--- config.mk ---
export PLATFORM = sky130hd
export DESIGN_NAME = alu_cluster
export DESIGN_NICKNAME = d
export VERILOG_FILES = /design/src/design/isa_pkg.sv /design/src/design/core_pkg.sv /design/src/design/issue_decode.sv /design/src/design/reservation_station.sv /design/src/design/alu_execute.sv /design/src/design/cdb_result.sv /design/src/design/alu_cluster.sv
export VERILOG_INCLUDE_DIRS = /design/src /design/src/design
export SDC_FILE = /design/constraint.sdc
export NUM_CORES = 1
export LEC_CHECK = 0
export BUFFER_PORTS_ARGS = -buffer_cell sky130_fd_sc_hd__buf_2
export CAP_MARGIN = 20
export CORE_MARGIN = 2
export CORE_UTILIZATION = 55
export CTS_CLUSTER_SIZE = 24
export DETAILED_ROUTE_END_ITERATION = 10
export PLACE_DENSITY = 0.74
export SLEW_MARGIN = 20
export SYNTH_ARGS = -nofsm -noshare
export SYNTH_HDL_FRONTEND = slang
export SYNTH_SLANG_ARGS = --single-unit
--- constraint.sdc ---
create_clock -name clk_in -period 5.68 [get_ports clk_in]
set_input_delay 0.284 -clock clk_in [delete_from_list [all_inputs] [get_ports clk_in]]
set_output_delay 0.284 -clock clk_in [all_outputs]
set_load 0.01 [all_outputs]
--- src/design/tomasulo_cfg.svh ---
`ifndef TOMASULO_CFG_SVH
`define TOMASULO_CFG_SVH

// datapath word width
`define XLEN 32

// rob tag width, 3 bits addresses an 8 entry rob
`define ROB_TAG_W 3

// reservation station entries
`define RS_DEPTH 3

`endif

--- src/design/isa_pkg.sv ---
package isa_pkg;

  // R-type layout, register-register alu ops
  typedef struct packed {
    logic [6:0] funct7;
    logic [4:0] rs2;
    logic [4:0] rs1;
    logic [2:0] funct3;
    logic [4:0] rd;
    logic [6:0] opcode;
  } rv_rtype_s;

  // I-type layout, register-immediate alu ops
  typedef struct packed {
    logic [11:0] imm12;
    logic [4:0]  rs1;
    logic [2:0]  funct3;
    logic [4:0]  rd;
    logic [6:0]  opcode;
  } rv_itype_s;

  // one word, two readings; opcode sits in the same bits for both
  typedef union packed {
    rv_rtype_s r;
    rv_itype_s i;
  } rv_instr_u;

  localparam logic [6:0] OPC_OP     = 7'b0110011;
  localparam logic [6:0] OPC_OP_IMM = 7'b0010011;

  localparam logic [2:0] F3_ADD_SUB = 3'b000;
  localparam logic [2:0] F3_SLL     = 3'b001;
  localparam logic [2:0] F3_SLT     = 3'b010;
  localparam logic [2:0] F3_SLTU    = 3'b011;
  localparam logic [2:0] F3_XOR     = 3'b100;
  localparam logic [2:0] F3_SRL_SRA = 3'b101;
  localparam logic [2:0] F3_OR      = 3'b110;
  localparam logic [2:0] F3_AND     = 3'b111;

endpackage

--- src/design/core_pkg.sv ---
`include "tomasulo_cfg.svh"

package core_pkg;

  // functions the single alu can perform
  typedef enum logic [3:0] {
    ALU_ADD,
    ALU_SUB,
    ALU_AND,
    ALU_OR,
    ALU_XOR,
    ALU_SLT,   // signed compare
    ALU_SLTU,  // unsigned compare
    ALU_SLL,
    ALU_SRL,
    ALU_SRA
  } alu_func_e;

  // names a rob slot, also the producer id seen on the cdb
  typedef logic [`ROB_TAG_W-1:0] rob_tag_t;

endpackage

--- src/design/issue_decode.sv ---
`timescale 1ns/1ps
`include "tomasulo_cfg.svh"

module issue_decode (
  input  isa_pkg::rv_instr_u  instr,
  input  core_pkg::rob_tag_t  src2_tag,
  input  logic [`XLEN-1:0]    src2_value,
  input  logic                src2_ready,
  output core_pkg::alu_func_e func,
  output core_pkg::rob_tag_t  op2_tag,
  output logic [`XLEN-1:0]    op2_value,
  output logic                op2_ready
);

  logic [`XLEN-1:0] imm_sext;
  logic [`XLEN-1:0] shamt_ext;

  // funct3 picks the function, alt selects sub / sra
  function automatic core_pkg::alu_func_e f3_func(input logic [2:0] f3, input logic alt);
    case (f3)
      isa_pkg::F3_ADD_SUB: f3_func = alt ? core_pkg::ALU_SUB : core_pkg::ALU_ADD;
      isa_pkg::F3_SLL:     f3_func = core_pkg::ALU_SLL;
      isa_pkg::F3_SLT:     f3_func = core_pkg::ALU_SLT;
      isa_pkg::F3_SLTU:    f3_func = core_pkg::ALU_SLTU;
      isa_pkg::F3_XOR:     f3_func = core_pkg::ALU_XOR;
      isa_pkg::F3_SRL_SRA: f3_func = alt ? core_pkg::ALU_SRA : core_pkg::ALU_SRL;
      isa_pkg::F3_OR:      f3_func = core_pkg::ALU_OR;
      default:             f3_func = core_pkg::ALU_AND;
    endcase
  endfunction

  assign imm_sext  = {{(`XLEN-12){instr.i.imm12[11]}}, instr.i.imm12};
  assign shamt_ext = `XLEN'(instr.i.imm12[4:0]);

  always_comb begin
    // pass operand 2 through unless the immediate replaces it
    func      = core_pkg::ALU_ADD;
    op2_tag   = src2_tag;
    op2_value = src2_value;
    op2_ready = src2_ready;
    case (instr.r.opcode)
      isa_pkg::OPC_OP: begin
        func = f3_func(instr.r.funct3, instr.r.funct7[5]);
      end
      isa_pkg::OPC_OP_IMM: begin
        // no subi exists, only the right shift uses the alt bit
        func      = f3_func(instr.i.funct3,
                            (instr.i.funct3 == isa_pkg::F3_SRL_SRA) && instr.i.imm12[10]);
        op2_ready = 1'b1;
        if (instr.i.funct3 == isa_pkg::F3_SLL || instr.i.funct3 == isa_pkg::F3_SRL_SRA) begin
          op2_value = shamt_ext;
        end else begin
          op2_value = imm_sext;
        end
      end
      default: ; // other opcodes fall back to add on the given operands
    endcase
  end

endmodule

--- src/design/reservation_station.sv ---
`timescale 1ns/1ps
`include "tomasulo_cfg.svh"

module reservation_station (
  input  logic                clk_in,
  input  logic                rst_in,
  input  logic                issue_valid,
  input  core_pkg::rob_tag_t  rob_tag,
  input  core_pkg::alu_func_e func,
  input  core_pkg::rob_tag_t  src1_tag,
  input  logic [`XLEN-1:0]    src1_value,
  input  logic                src1_ready,
  input  core_pkg::rob_tag_t  op2_tag,
  input  logic [`XLEN-1:0]    op2_value,
  input  logic                op2_ready,
  input  logic                alu_stall,
  input  logic                cdb_valid,
  input  core_pkg::rob_tag_t  cdb_tag,
  input  logic [`XLEN-1:0]    cdb_value,
  output logic                issue_ready,
  output logic                disp_valid,
  output core_pkg::alu_func_e disp_func,
  output logic [`XLEN-1:0]    disp_a,
  output logic [`XLEN-1:0]    disp_b,
  output core_pkg::rob_tag_t  disp_tag
);

  localparam int IDX_W = $clog2(`RS_DEPTH);

  // per-entry state
  logic [`RS_DEPTH-1:0] busy;
  logic [`RS_DEPTH-1:0] a_rdy;
  logic [`RS_DEPTH-1:0] b_rdy;
  core_pkg::alu_func_e  func_q [`RS_DEPTH];
  core_pkg::rob_tag_t   dest_q [`RS_DEPTH];
  core_pkg::rob_tag_t   a_tag  [`RS_DEPTH];
  core_pkg::rob_tag_t   b_tag  [`RS_DEPTH];
  logic [`XLEN-1:0]     a_val  [`RS_DEPTH];
  logic [`XLEN-1:0]     b_val  [`RS_DEPTH];

  logic [IDX_W-1:0]     free_idx;
  logic [IDX_W-1:0]     disp_idx;
  logic                 any_free;
  logic                 any_ready;
  logic                 issue_fire;
  logic                 a_hit_new;   // cdb carries src1 in the issue cycle
  logic                 b_hit_new;
  logic [`RS_DEPTH-1:0] a_wake;
  logic [`RS_DEPTH-1:0] b_wake;

  // lowest free slot for issue, lowest fully ready slot for dispatch
  always_comb begin
    free_idx  = '0;
    any_free  = 1'b0;
    disp_idx  = '0;
    any_ready = 1'b0;
    for (int i = `RS_DEPTH - 1; i >= 0; i--) begin
      if (!busy[i]) begin
        free_idx = IDX_W'(i);
        any_free = 1'b1;
      end
      if (busy[i] && a_rdy[i] && b_rdy[i]) begin
        disp_idx  = IDX_W'(i);
        any_ready = 1'b1;
      end
    end
  end

  // tag match against the broadcast, waiting operands only
  always_comb begin
    for (int i = 0; i < `RS_DEPTH; i++) begin
      a_wake[i] = cdb_valid && busy[i] && !a_rdy[i] && (a_tag[i] == cdb_tag);
      b_wake[i] = cdb_valid && busy[i] && !b_rdy[i] && (b_tag[i] == cdb_tag);
    end
  end

  assign a_hit_new  = cdb_valid && !src1_ready && (src1_tag == cdb_tag);
  assign b_hit_new  = cdb_valid && !op2_ready && (op2_tag == cdb_tag);
  assign issue_ready = any_free;
  assign issue_fire  = issue_valid && any_free; // strobes while full are dropped

  assign disp_valid = any_ready && !alu_stall;
  assign disp_func  = func_q[disp_idx];
  assign disp_a     = a_val[disp_idx];
  assign disp_b     = b_val[disp_idx];
  assign disp_tag   = dest_q[disp_idx];

  always_ff @(posedge clk_in) begin
    if (rst_in) begin
      busy  <= '0;
      a_rdy <= '0;
      b_rdy <= '0;
    end else begin
      for (int i = 0; i < `RS_DEPTH; i++) begin
        if (a_wake[i]) a_rdy[i] <= 1'b1;
        if (b_wake[i]) b_rdy[i] <= 1'b1;
      end
      if (disp_valid) busy[disp_idx] <= 1'b0;
      // issue slot is never the dispatch slot, it was free this cycle
      if (issue_fire) begin
        busy[free_idx]  <= 1'b1;
        a_rdy[free_idx] <= src1_ready || a_hit_new;
        b_rdy[free_idx] <= op2_ready || b_hit_new;
      end
    end
  end

  always_ff @(posedge clk_in) begin
    for (int i = 0; i < `RS_DEPTH; i++) begin
      if (a_wake[i]) a_val[i] <= cdb_value;
      if (b_wake[i]) b_val[i] <= cdb_value;
    end
    if (issue_fire) begin
      func_q[free_idx] <= func;
      dest_q[free_idx] <= rob_tag;
      a_tag[free_idx]  <= src1_tag;
      b_tag[free_idx]  <= op2_tag;
      a_val[free_idx]  <= a_hit_new ? cdb_value : src1_value;
      b_val[free_idx]  <= b_hit_new ? cdb_value : op2_value;
    end
  end

endmodule

--- src/design/alu_execute.sv ---
`timescale 1ns/1ps
`include "tomasulo_cfg.svh"

module alu_execute (
  input  logic                clk_in,
  input  logic                rst_in,
  input  logic                disp_valid,
  input  core_pkg::alu_func_e disp_func,
  input  logic [`XLEN-1:0]    disp_a,
  input  logic [`XLEN-1:0]    disp_b,
  input  core_pkg::rob_tag_t  disp_tag,
  output logic                alu_valid,
  output core_pkg::rob_tag_t  alu_tag,
  output logic [`XLEN-1:0]    alu_value
);

  logic [4:0]       shamt;
  logic [`XLEN-1:0] result;

  assign shamt = disp_b[4:0]; // rv32 shifts ignore the upper bits

  always_comb begin
    case (disp_func)
      core_pkg::ALU_ADD:  result = disp_a + disp_b;
      core_pkg::ALU_SUB:  result = disp_a - disp_b;
      core_pkg::ALU_AND:  result = disp_a & disp_b;
      core_pkg::ALU_OR:   result = disp_a | disp_b;
      core_pkg::ALU_XOR:  result = disp_a ^ disp_b;
      core_pkg::ALU_SLT:  result = `XLEN'($signed(disp_a) < $signed(disp_b));
      core_pkg::ALU_SLTU: result = `XLEN'(disp_a < disp_b);
      core_pkg::ALU_SLL:  result = disp_a << shamt;
      core_pkg::ALU_SRL:  result = disp_a >> shamt;
      core_pkg::ALU_SRA:  result = $unsigned($signed(disp_a) >>> shamt);
      default:            result = disp_a + disp_b;
    endcase
  end

  always_ff @(posedge clk_in) begin
    if (rst_in) begin
      alu_valid <= 1'b0;
    end else begin
      alu_valid <= disp_valid;
    end
  end

  // result and tag travel together, held until the next dispatch
  always_ff @(posedge clk_in) begin
    if (disp_valid) begin
      alu_tag   <= disp_tag;
      alu_value <= result;
    end
  end

endmodule

--- src/design/cdb_result.sv ---
`timescale 1ns/1ps
`include "tomasulo_cfg.svh"

module cdb_result (
  input  logic               clk_in,
  input  logic               rst_in,
  input  logic               alu_valid,
  input  core_pkg::rob_tag_t alu_tag,
  input  logic [`XLEN-1:0]   alu_value,
  input  logic               ext_valid,
  input  core_pkg::rob_tag_t ext_tag,
  input  logic [`XLEN-1:0]   ext_value,
  output logic               alu_stall,
  output logic               cdb_valid,
  output core_pkg::rob_tag_t cdb_tag,
  output logic [`XLEN-1:0]   cdb_value
);

  // two entry alu result queue
  core_pkg::rob_tag_t q_tag [2];
  logic [`XLEN-1:0]   q_val [2];
  logic               rd_ptr;
  logic               wr_ptr;
  logic [1:0]         count;
  logic               q_empty;
  logic               push;
  logic               pop;

  assign q_empty   = (count == 2'd0);
  assign alu_stall = !q_empty;

  // load result wins the bus; an alu result bypasses only an empty queue
  assign pop  = !ext_valid && !q_empty;
  assign push = alu_valid && (ext_valid || !q_empty);

  always_ff @(posedge clk_in) begin
    if (rst_in) begin
      cdb_valid <= 1'b0;
      count     <= 2'd0;
      rd_ptr    <= 1'b0;
      wr_ptr    <= 1'b0;
    end else begin
      cdb_valid <= ext_valid || !q_empty || alu_valid;
      if (push) wr_ptr <= !wr_ptr;
      if (pop) rd_ptr <= !rd_ptr;
      count <= count + 2'(push) - 2'(pop);
    end
  end

  always_ff @(posedge clk_in) begin
    if (ext_valid) begin
      cdb_tag   <= ext_tag;
      cdb_value <= ext_value;
    end else if (!q_empty) begin
      cdb_tag   <= q_tag[rd_ptr];
      cdb_value <= q_val[rd_ptr];
    end else if (alu_valid) begin
      cdb_tag   <= alu_tag;
      cdb_value <= alu_value;
    end
    if (push) begin
      q_tag[wr_ptr] <= alu_tag;
      q_val[wr_ptr] <= alu_value;
    end
  end

endmodule

--- src/design/alu_cluster.sv ---
`timescale 1ns/1ps
`include "tomasulo_cfg.svh"

module alu_cluster (
  input  logic               clk_in,
  input  logic               rst_in,
  input  logic               issue_valid,
  input  isa_pkg::rv_instr_u instr,
  input  core_pkg::rob_tag_t rob_tag,
  input  core_pkg::rob_tag_t src1_tag,
  input  logic [`XLEN-1:0]   src1_value,
  input  logic               src1_ready,
  input  core_pkg::rob_tag_t src2_tag,
  input  logic [`XLEN-1:0]   src2_value,
  input  logic               src2_ready,
  input  logic               ext_valid,
  input  core_pkg::rob_tag_t ext_tag,
  input  logic [`XLEN-1:0]   ext_value,
  output logic               issue_ready,
  output logic               cdb_valid,
  output core_pkg::rob_tag_t cdb_tag,
  output logic [`XLEN-1:0]   cdb_value
);

  // decode to station
  core_pkg::alu_func_e func;
  core_pkg::rob_tag_t  op2_tag;
  logic [`XLEN-1:0]    op2_value;
  logic                op2_ready;

  // station to alu
  logic                disp_valid;
  core_pkg::alu_func_e disp_func;
  logic [`XLEN-1:0]    disp_a;
  logic [`XLEN-1:0]    disp_b;
  core_pkg::rob_tag_t  disp_tag;

  // alu to cdb driver
  logic                alu_valid;
  core_pkg::rob_tag_t  alu_tag;
  logic [`XLEN-1:0]    alu_value;
  logic                alu_stall;

  issue_decode u_decode (
    .instr      (instr),
    .src2_tag   (src2_tag),
    .src2_value (src2_value),
    .src2_ready (src2_ready),
    .func       (func),
    .op2_tag    (op2_tag),
    .op2_value  (op2_value),
    .op2_ready  (op2_ready)
  );

  reservation_station u_rs (
    .clk_in      (clk_in),
    .rst_in      (rst_in),
    .issue_valid (issue_valid),
    .rob_tag     (rob_tag),
    .func        (func),
    .src1_tag    (src1_tag),
    .src1_value  (src1_value),
    .src1_ready  (src1_ready),
    .op2_tag     (op2_tag),
    .op2_value   (op2_value),
    .op2_ready   (op2_ready),
    .alu_stall   (alu_stall),
    .cdb_valid   (cdb_valid),
    .cdb_tag     (cdb_tag),
    .cdb_value   (cdb_value),
    .issue_ready (issue_ready),
    .disp_valid  (disp_valid),
    .disp_func   (disp_func),
    .disp_a      (disp_a),
    .disp_b      (disp_b),
    .disp_tag    (disp_tag)
  );

  alu_execute u_alu (
    .clk_in     (clk_in),
    .rst_in     (rst_in),
    .disp_valid (disp_valid),
    .disp_func  (disp_func),
    .disp_a     (disp_a),
    .disp_b     (disp_b),
    .disp_tag   (disp_tag),
    .alu_valid  (alu_valid),
    .alu_tag    (alu_tag),
    .alu_value  (alu_value)
  );

  cdb_result u_cdb (
    .clk_in    (clk_in),
    .rst_in    (rst_in),
    .alu_valid (alu_valid),
    .alu_tag   (alu_tag),
    .alu_value (alu_value),
    .ext_valid (ext_valid),
    .ext_tag   (ext_tag),
    .ext_value (ext_value),
    .alu_stall (alu_stall),
    .cdb_valid (cdb_valid),
    .cdb_tag   (cdb_tag),
    .cdb_value (cdb_value)
  );

endmodule

==> results.ini, run 1 <==
[status]
status = completed

[detailed_routing]
vias = 27100
drtIter0Drc = 4557
wire_per_inst_microns = 30.2
wl_mm = 116
drc = 0
vias_per_cell = 7.03
final_antenna_net_count = 0
drt_pre_antenna_iters = 6

[job]
drv_cap = 0

[cts]
ctsLongestPathBuffers = 3
cts.sinks = 392
numCtsBuffers = 40
post-cts-setup-buffer-count = 0
clk_latency_ps = 580
root_buffer = clkbuf_16
cts.htree.levels = 2
cts_tree = done
ctsResizeCount = 0
clk_pin_slew_ps = 70

[global_route]
grt_max_degree = 102
grt_overflow = 0
grt_pass1_vias = 24600
grt_antenna_before_repair = 3
grt_pass1_wl_mm = 167
track_usage = 0.449

[sta]
rsz0062_at_grt = false
final.min_clock_period_ps = 5450
setup_viol = 0
holdWs_ps = 22.5
worstMarginPinSlew_ps = 1050
hold_viol = 0
slew_headroom = 0.300
finalCritPeriodShare = 0.960
maxSlewViolCount = 0
max_freq_mhz = 183
fin_skew_ps = 35.8
setup-tns-final_ps = 0
setup_ws_ps = 227

[logic_synthesis]
synth_top_area_frac = 0.416
syn_avg_cell_area_sq_um = 8.98
ys.flop_type = edfxtp_1
synth_edf_count = 376
synth_cells = 3025
yosys.area.top_type = edfxtp_1
yosys_warnings = 0
synthTopCellsByArea = edfxtp_1 (42%), o21ai_0 (6.8%), nand2_1 (5.0%), a21oi_1 (4.9%), mux2i_1 (4.9%)
ys_seq_area_frac = 0.428
synth_most_common_cell = edfxtp_1
synthTopCellsByCount = edfxtp_1 (376), o21ai_0 (371), nand2_1 (365), nor2_1 (269), a21oi_1 (266)
synth_seq_cells = 392
synth_cell_types = 93
synthArstFlopShare = 0
syn_area_sq_um = 27200

[placed_design]
placed_cell_area_sq_um = 29100
gp_congestion = 1.07
hpwlAfterDp_mm = 85.4
dpl_worst_slack_ps = 450
numPortBuffers = 172
place_inst = 3775

[critical_path]
cpLargestDelayFamily = compound AO/OA/AOI/OAI gates
critPathArrivalTime_ps = 5750
rrSetupSlack_ps = 230
worst-path-stages = 16
endpoint_kind = register
r2r-start = u_rs.a_rdy[2]
cp_slowest_cell = dfxtp_1
crit_type = reg2reg
reg2reg_depth = 16
rr_endpoint = u_alu.alu_value[21]
cp_cell_sequence = nand3_2, a21oi_4, buf_4, buf_4, o22a_1, ha_1, o21ai_1, nand2b_1, o41ai_4, a21oi_2, a211o_2, a311o_1, a311o_1, a221o_1, a222oi_1, nand4_1
worstPathMaxFanout = 16
crit_path_start_kind = register
required_ps = 5980
slowest_delay_ps = 510
crit_buf_inv = 2

[pwr]
seqPwrFrac = 0.398
swShare = 0.381
p_sw_mw = 3.64
ir_drop_mv = 0.297
clockPowerShare = 0.267
p_leak_nw = 11.7
p_per_area_nw_per_um2 = 313
p_total_mw = 9.55
comb_power_share = 0.336
p_int_mw = 5.91

[cells_and_area]
syn_to_final_growth_pct = 12.5
utilization = 0.625
finalNonFillerCells = 3861
fin_area_sq_um = 30500
drive_above_1_share = 0.140
diodes = 0
final_nets = 3414

[floorplan]
die_w_microns = 226
dieArea_sq_um = 51200
start_util = 0.556
io_pins = 183
die_h_microns = 226
core_area_sq_um = 48800
num_rows = 81

[min_path]
holdPathStages = 3
worstHoldStart = ext_value[28]
holdPathEnd = u_cdb.cdb_value[28]
hp-class = in2reg

## worst max-delay path by stage
stage	slack, ps	end	start
after floorplan	570	u_alu.alu_value[21]	u_rs.busy[0]
after global placement	510	u_alu.alu_value[21]	u_rs.b_rdy[2]
after detailed placement	450	u_alu.alu_value[21]	u_rs.b_rdy[2]
after CTS	400	u_alu.alu_value[21]	u_rs.a_rdy[2]
after global routing	5	u_alu.alu_value[26]	u_rs.a_rdy[2]
final	230	u_alu.alu_value[21]	u_rs.a_rdy[2]
## layout make-up
| class | count | area, sq um |
|---|---|---|
| Fill cell | 3966 | 18300 |
| Multi-Input combinational cell | 2297 | 14300 |
| Sequential cell | 392 | 11600 |
| Timing Repair Buffer | 330 | 2100 |
| Clock buffer | 48 | 1040 |
| Tap cell | 664 | 831 |
| Inverter | 106 | 398 |
| Clock inverter | 24 | 199 |
## metal layers
metal / up-vias / global-route usage / wire [microns]
li1: 11600 / - / -
met1: 13000 / 0.614 / 43800
met2: 2229 / 0.664 / 49700
met3: 349 / 0.0964 / 15000
met4: 4 / 0.251 / 7900
met5: - / 0 / 27
## registers in the layout, indices dropped and copies added, names as in the netlist, named ones only
signal / count
u_rs.a_val: 101
u_rs.b_val: 96
u_cdb.q_val: 64
u_alu.alu_value: 32
u_cdb.cdb_value: 32
u_rs.func_q: 12
u_rs.a_tag: 9
u_rs.b_tag: 9
u_rs.dest_q: 9
u_cdb.q_tag: 6
u_alu.alu_tag: 3
u_cdb.cdb_tag: 3
u_rs.a_rdy: 3
u_rs.b_rdy: 3
u_rs.busy: 3
u_cdb.count: 2
u_alu.alu_valid: 1
u_cdb.cdb_valid: 1
u_cdb.rd_ptr: 1
u_cdb.wr_ptr: 1
## worst reg2reg max path, cell delays in order, from the launching register on
cell	delay [ps]
dfxtp_1	510
nand3_2	360
a21oi_4	370
buf_4	300
buf_4	240
o22a_1	400
ha_1	410
o21ai_1	150
nand2b_1	140
o41ai_4	90
a21oi_2	140
a211o_2	370
a311o_1	510
a311o_1	420
a221o_1	330
a222oi_1	310
nand4_1	130
## repair_timing
item | in CTS | in global routing
endpoints found under the hold margin | 31 | 0
endpoints found under the setup margin | 0 | 0
hold buffers | 13 | 0
## kinds of logic (layout without fill, tap and decap cells)
kind of cell	count (synthesis)	count (layout)	synth area share
xor gates and xnor gates	46	46	0.0148
AOI/OAI and AO/OA	1101	1101	0.253
buffers and inverters	340	508	0.0508
and+or+nand+nor	894	894	0.149
adders and majority gates	101	101	0.0471
other	1	5	0.000138
muxes	150	150	0.0573
DFF	392	392	0.428
## power groups by stage
stage               logic [mW]  clock network, mW  registers, mW
finish                    3.21               2.55           3.80
global route              3.37               2.64           3.80
CTS                       3.06               2.54           3.78
detailed placement        3.02                  0           3.83
global placement          2.98                  0           3.83
floorplan                 1.86                  0           3.70
## layout by cell type (no fill, tap or decap), drive strengths merged, types with 22 or more instances in the layout
master | synthesis | layout
nand2 | 365 | 365
buf | 90 | 317
a211oi | 54 | 54
a21oi | 268 | 268
nor3 | 35 | 35
inv | 105 | 106
o21ai | 373 | 373
edfxtp | 376 | 376
nand4b | 27 | 27
clkinv | 1 | 22
ha | 99 | 99
a31oi | 26 | 26
xor2 | 24 | 24
nor2 | 270 | 270
o22ai | 71 | 71
nor4 | 23 | 23
clkbuf | 144 | 48
o211ai | 33 | 33
o21a | 34 | 34
xnor2 | 22 | 22
a221oi | 22 | 22
mux2i | 133 | 133
nand3 | 62 | 62
Power figures use the tool's default switching activity.
==> run 2, diff against run 1 <==
- CORE_UTILIZATION: 55 -> 52
- PLACE_DENSITY: 0.74 -> 0.7
==> run 2 against run 1 <==
- worst hold slack better by 19 ps
- routed wire length is 0.33% lower
- final cell count is 0.93% higher
- cell area is 1.3% higher
- global-route usage is 2.6 points lower
- combinational power hardly changed
==> results.ini, run 2 (synthesis gave the netlist of run 1 again) <==
[floorplan]
start_util = 0.527
die_h_microns = 233
io_pins = 183
num_rows = 83
dieArea_sq_um = 54100
core_area_sq_um = 51500
die_w_microns = 233

[critical_path]
crit_path_start_kind = register
crit_type = reg2reg
critPathLaunch = u_rs.b_rdy[2]
r2r-start = u_rs.b_rdy[2]
worstPathMaxFanout = 19
endpoint_kind = register
rr_endpoint = u_alu.alu_value[30]
critPathArrivalTime_ps = 5750
cp-endpoint = u_alu.alu_value[30]
rrSetupSlack_ps = 230
reg2reg_depth = 17
required_ps = 5980

[placed_design]
numPortBuffers = 172
gp_congestion = 1.09
hpwlAfterDp_mm = 85.9
dpl_worst_slack_ps = 337

[global_route]
grt_overflow = 0
grt_pass1_wl_mm = 167
use_met2 = 0.637
grt_pass1_vias = 24800
grt_antenna_before_repair = 6
grtUsageMet3 = 0.0773
busiest_layer = met2
grt_max_degree = 99
use_met1 = 0.582
track_usage = 0.423

[cts]
root_buffer = clkbuf_16
clk_latency_ps = 590
cts.sinks = 392
cts.htree.levels = 2
numCtsBuffers = 42
ctsLongestPathBuffers = 3
cts_tree = done
clk_pin_slew_ps = 70

[cells_and_area]
drive_above_1_share = 0.144
final_cell_mix = edfxtp_1 (376), o21ai_0 (367), nand2_1 (365)
final_nets = 3430
syn_to_final_growth_pct = 13.9
regMostFlops = u_rs.a_val
final_common_cell = edfxtp_1
largest_reg_flops = 101
reg_top3 = u_rs.a_val (101), u_rs.b_val (96), u_cdb.q_val (64)

[min_path]
hp-class = in2reg

[sta]
final.min_clock_period_ps = 5450
max_freq_mhz = 183
finalCritPeriodShare = 0.960
setup_viol = 0
setup-tns-final_ps = 0
worstMarginPinSlew_ps = 1260
slew_headroom = 0.150
hold_viol = 0
setup_ws_ps = 230
maxSlewViolCount = 0
fin_skew_ps = 47.5
rsz0062_at_grt = false

[detailed_routing]
vias_per_cell = 6.92
drtIter0Drc = 4230
drc = 0
vias = 27000
wire_per_inst_microns = 29.8
wl_mm = 116
final_antenna_net_count = 0
drt_pre_antenna_iters = 8

[pwr]
p_per_area_nw_per_um2 = 318
ir_drop_mv = 0.408
p_leak_nw = 11.8

[status]
status = completed

[job]
drv_cap = 0

run 2: cell count changes in the layout (fill, tap and decap cells not counted), moves of 2 or more:
cell	previous run	this run
inv_6	1	4
dlygate4sd3_1	13	19
clkinv_2	10	4
buf_4	143	147
clkbuf_16	40	42
diode_2	0	2
clkbuf_1	7	4
buf_12	2	6
clkinvlp_4	0	2
bufinv_16	2	5
run 2: area by class of cell:
type	count	area, sq um
tap	680	851
clock inverter	28	325
sequential	392	11600
antenna	2	5.00
fill	4445	20600
inverter	106	398
multi-input combinational	2297	14400
clock buffer	48	1090
timing repair buffer	344	2270
run 2: worst min-delay path by stage:
stage,start,cells after the start,end
after global routing,ext_tag[0],3,u_cdb.cdb_tag[0]
final,ext_tag[0],3,u_cdb.cdb_tag[0]
after CTS,ext_tag[0],3,u_cdb.cdb_tag[0]
after floorplan,rst_in,1,u_alu.alu_valid
after global placement,u_alu.alu_value[11],0,u_cdb.q_val[0][11]
after detailed placement,u_alu.alu_value[18],0,u_cdb.q_val[0][18]
run 2: repair_timing:
item / in CTS / in global routing
resized for setup: 0 / 2
setup buffers: 0 / 4
endpoints found under the setup margin: 0 / 4
hold buffers: 19 / 0
hold endpoints to repair: 37 / 0
run 2: worst max-delay path, stage by stage (launching register included):
cell	delay (ps)
dfxtp_1	500
and3_1	340
nand2_1	400
o22a_1	320
o22ai_2	270
buf_4	370
inv_2	60
ha_1	250
a2111oi_0	440
a21oi_1	190
o21ai_0	240
buf_4	190
nand4b_1	270
and4_1	360
o21ai_0	410
o21ai_0	200
xnor2_1	170
o2111ai_1	140
run 2: power by group:
group          total [mW]  internal [mW]  switching (mW)
registers            3.83           3.50           0.338
logic                3.18           1.03            2.15
clock network        2.83           1.63            1.20
run 2: per-stage QoR:
step	hold WS [ps]	area (sq um)	total power [mW]	util	instances
floorplan	356	27200	5.56	-	3029
global placement	450	29200	6.86	0.568	3795
detailed placement	464	29200	6.89	0.568	3795
CTS	19.8	30800	9.70	0.599	3890
global route	38.5	30900	10.1	0.600	3895
finish	41.9	30900	9.84	0.600	3897
run 2: layer usage:
layer  share of wire  vias up
met2            0.43     2055
li1                -    11600
met3            0.12      351
met4           0.065        6
met5         0.00040        -
met1            0.38    12900
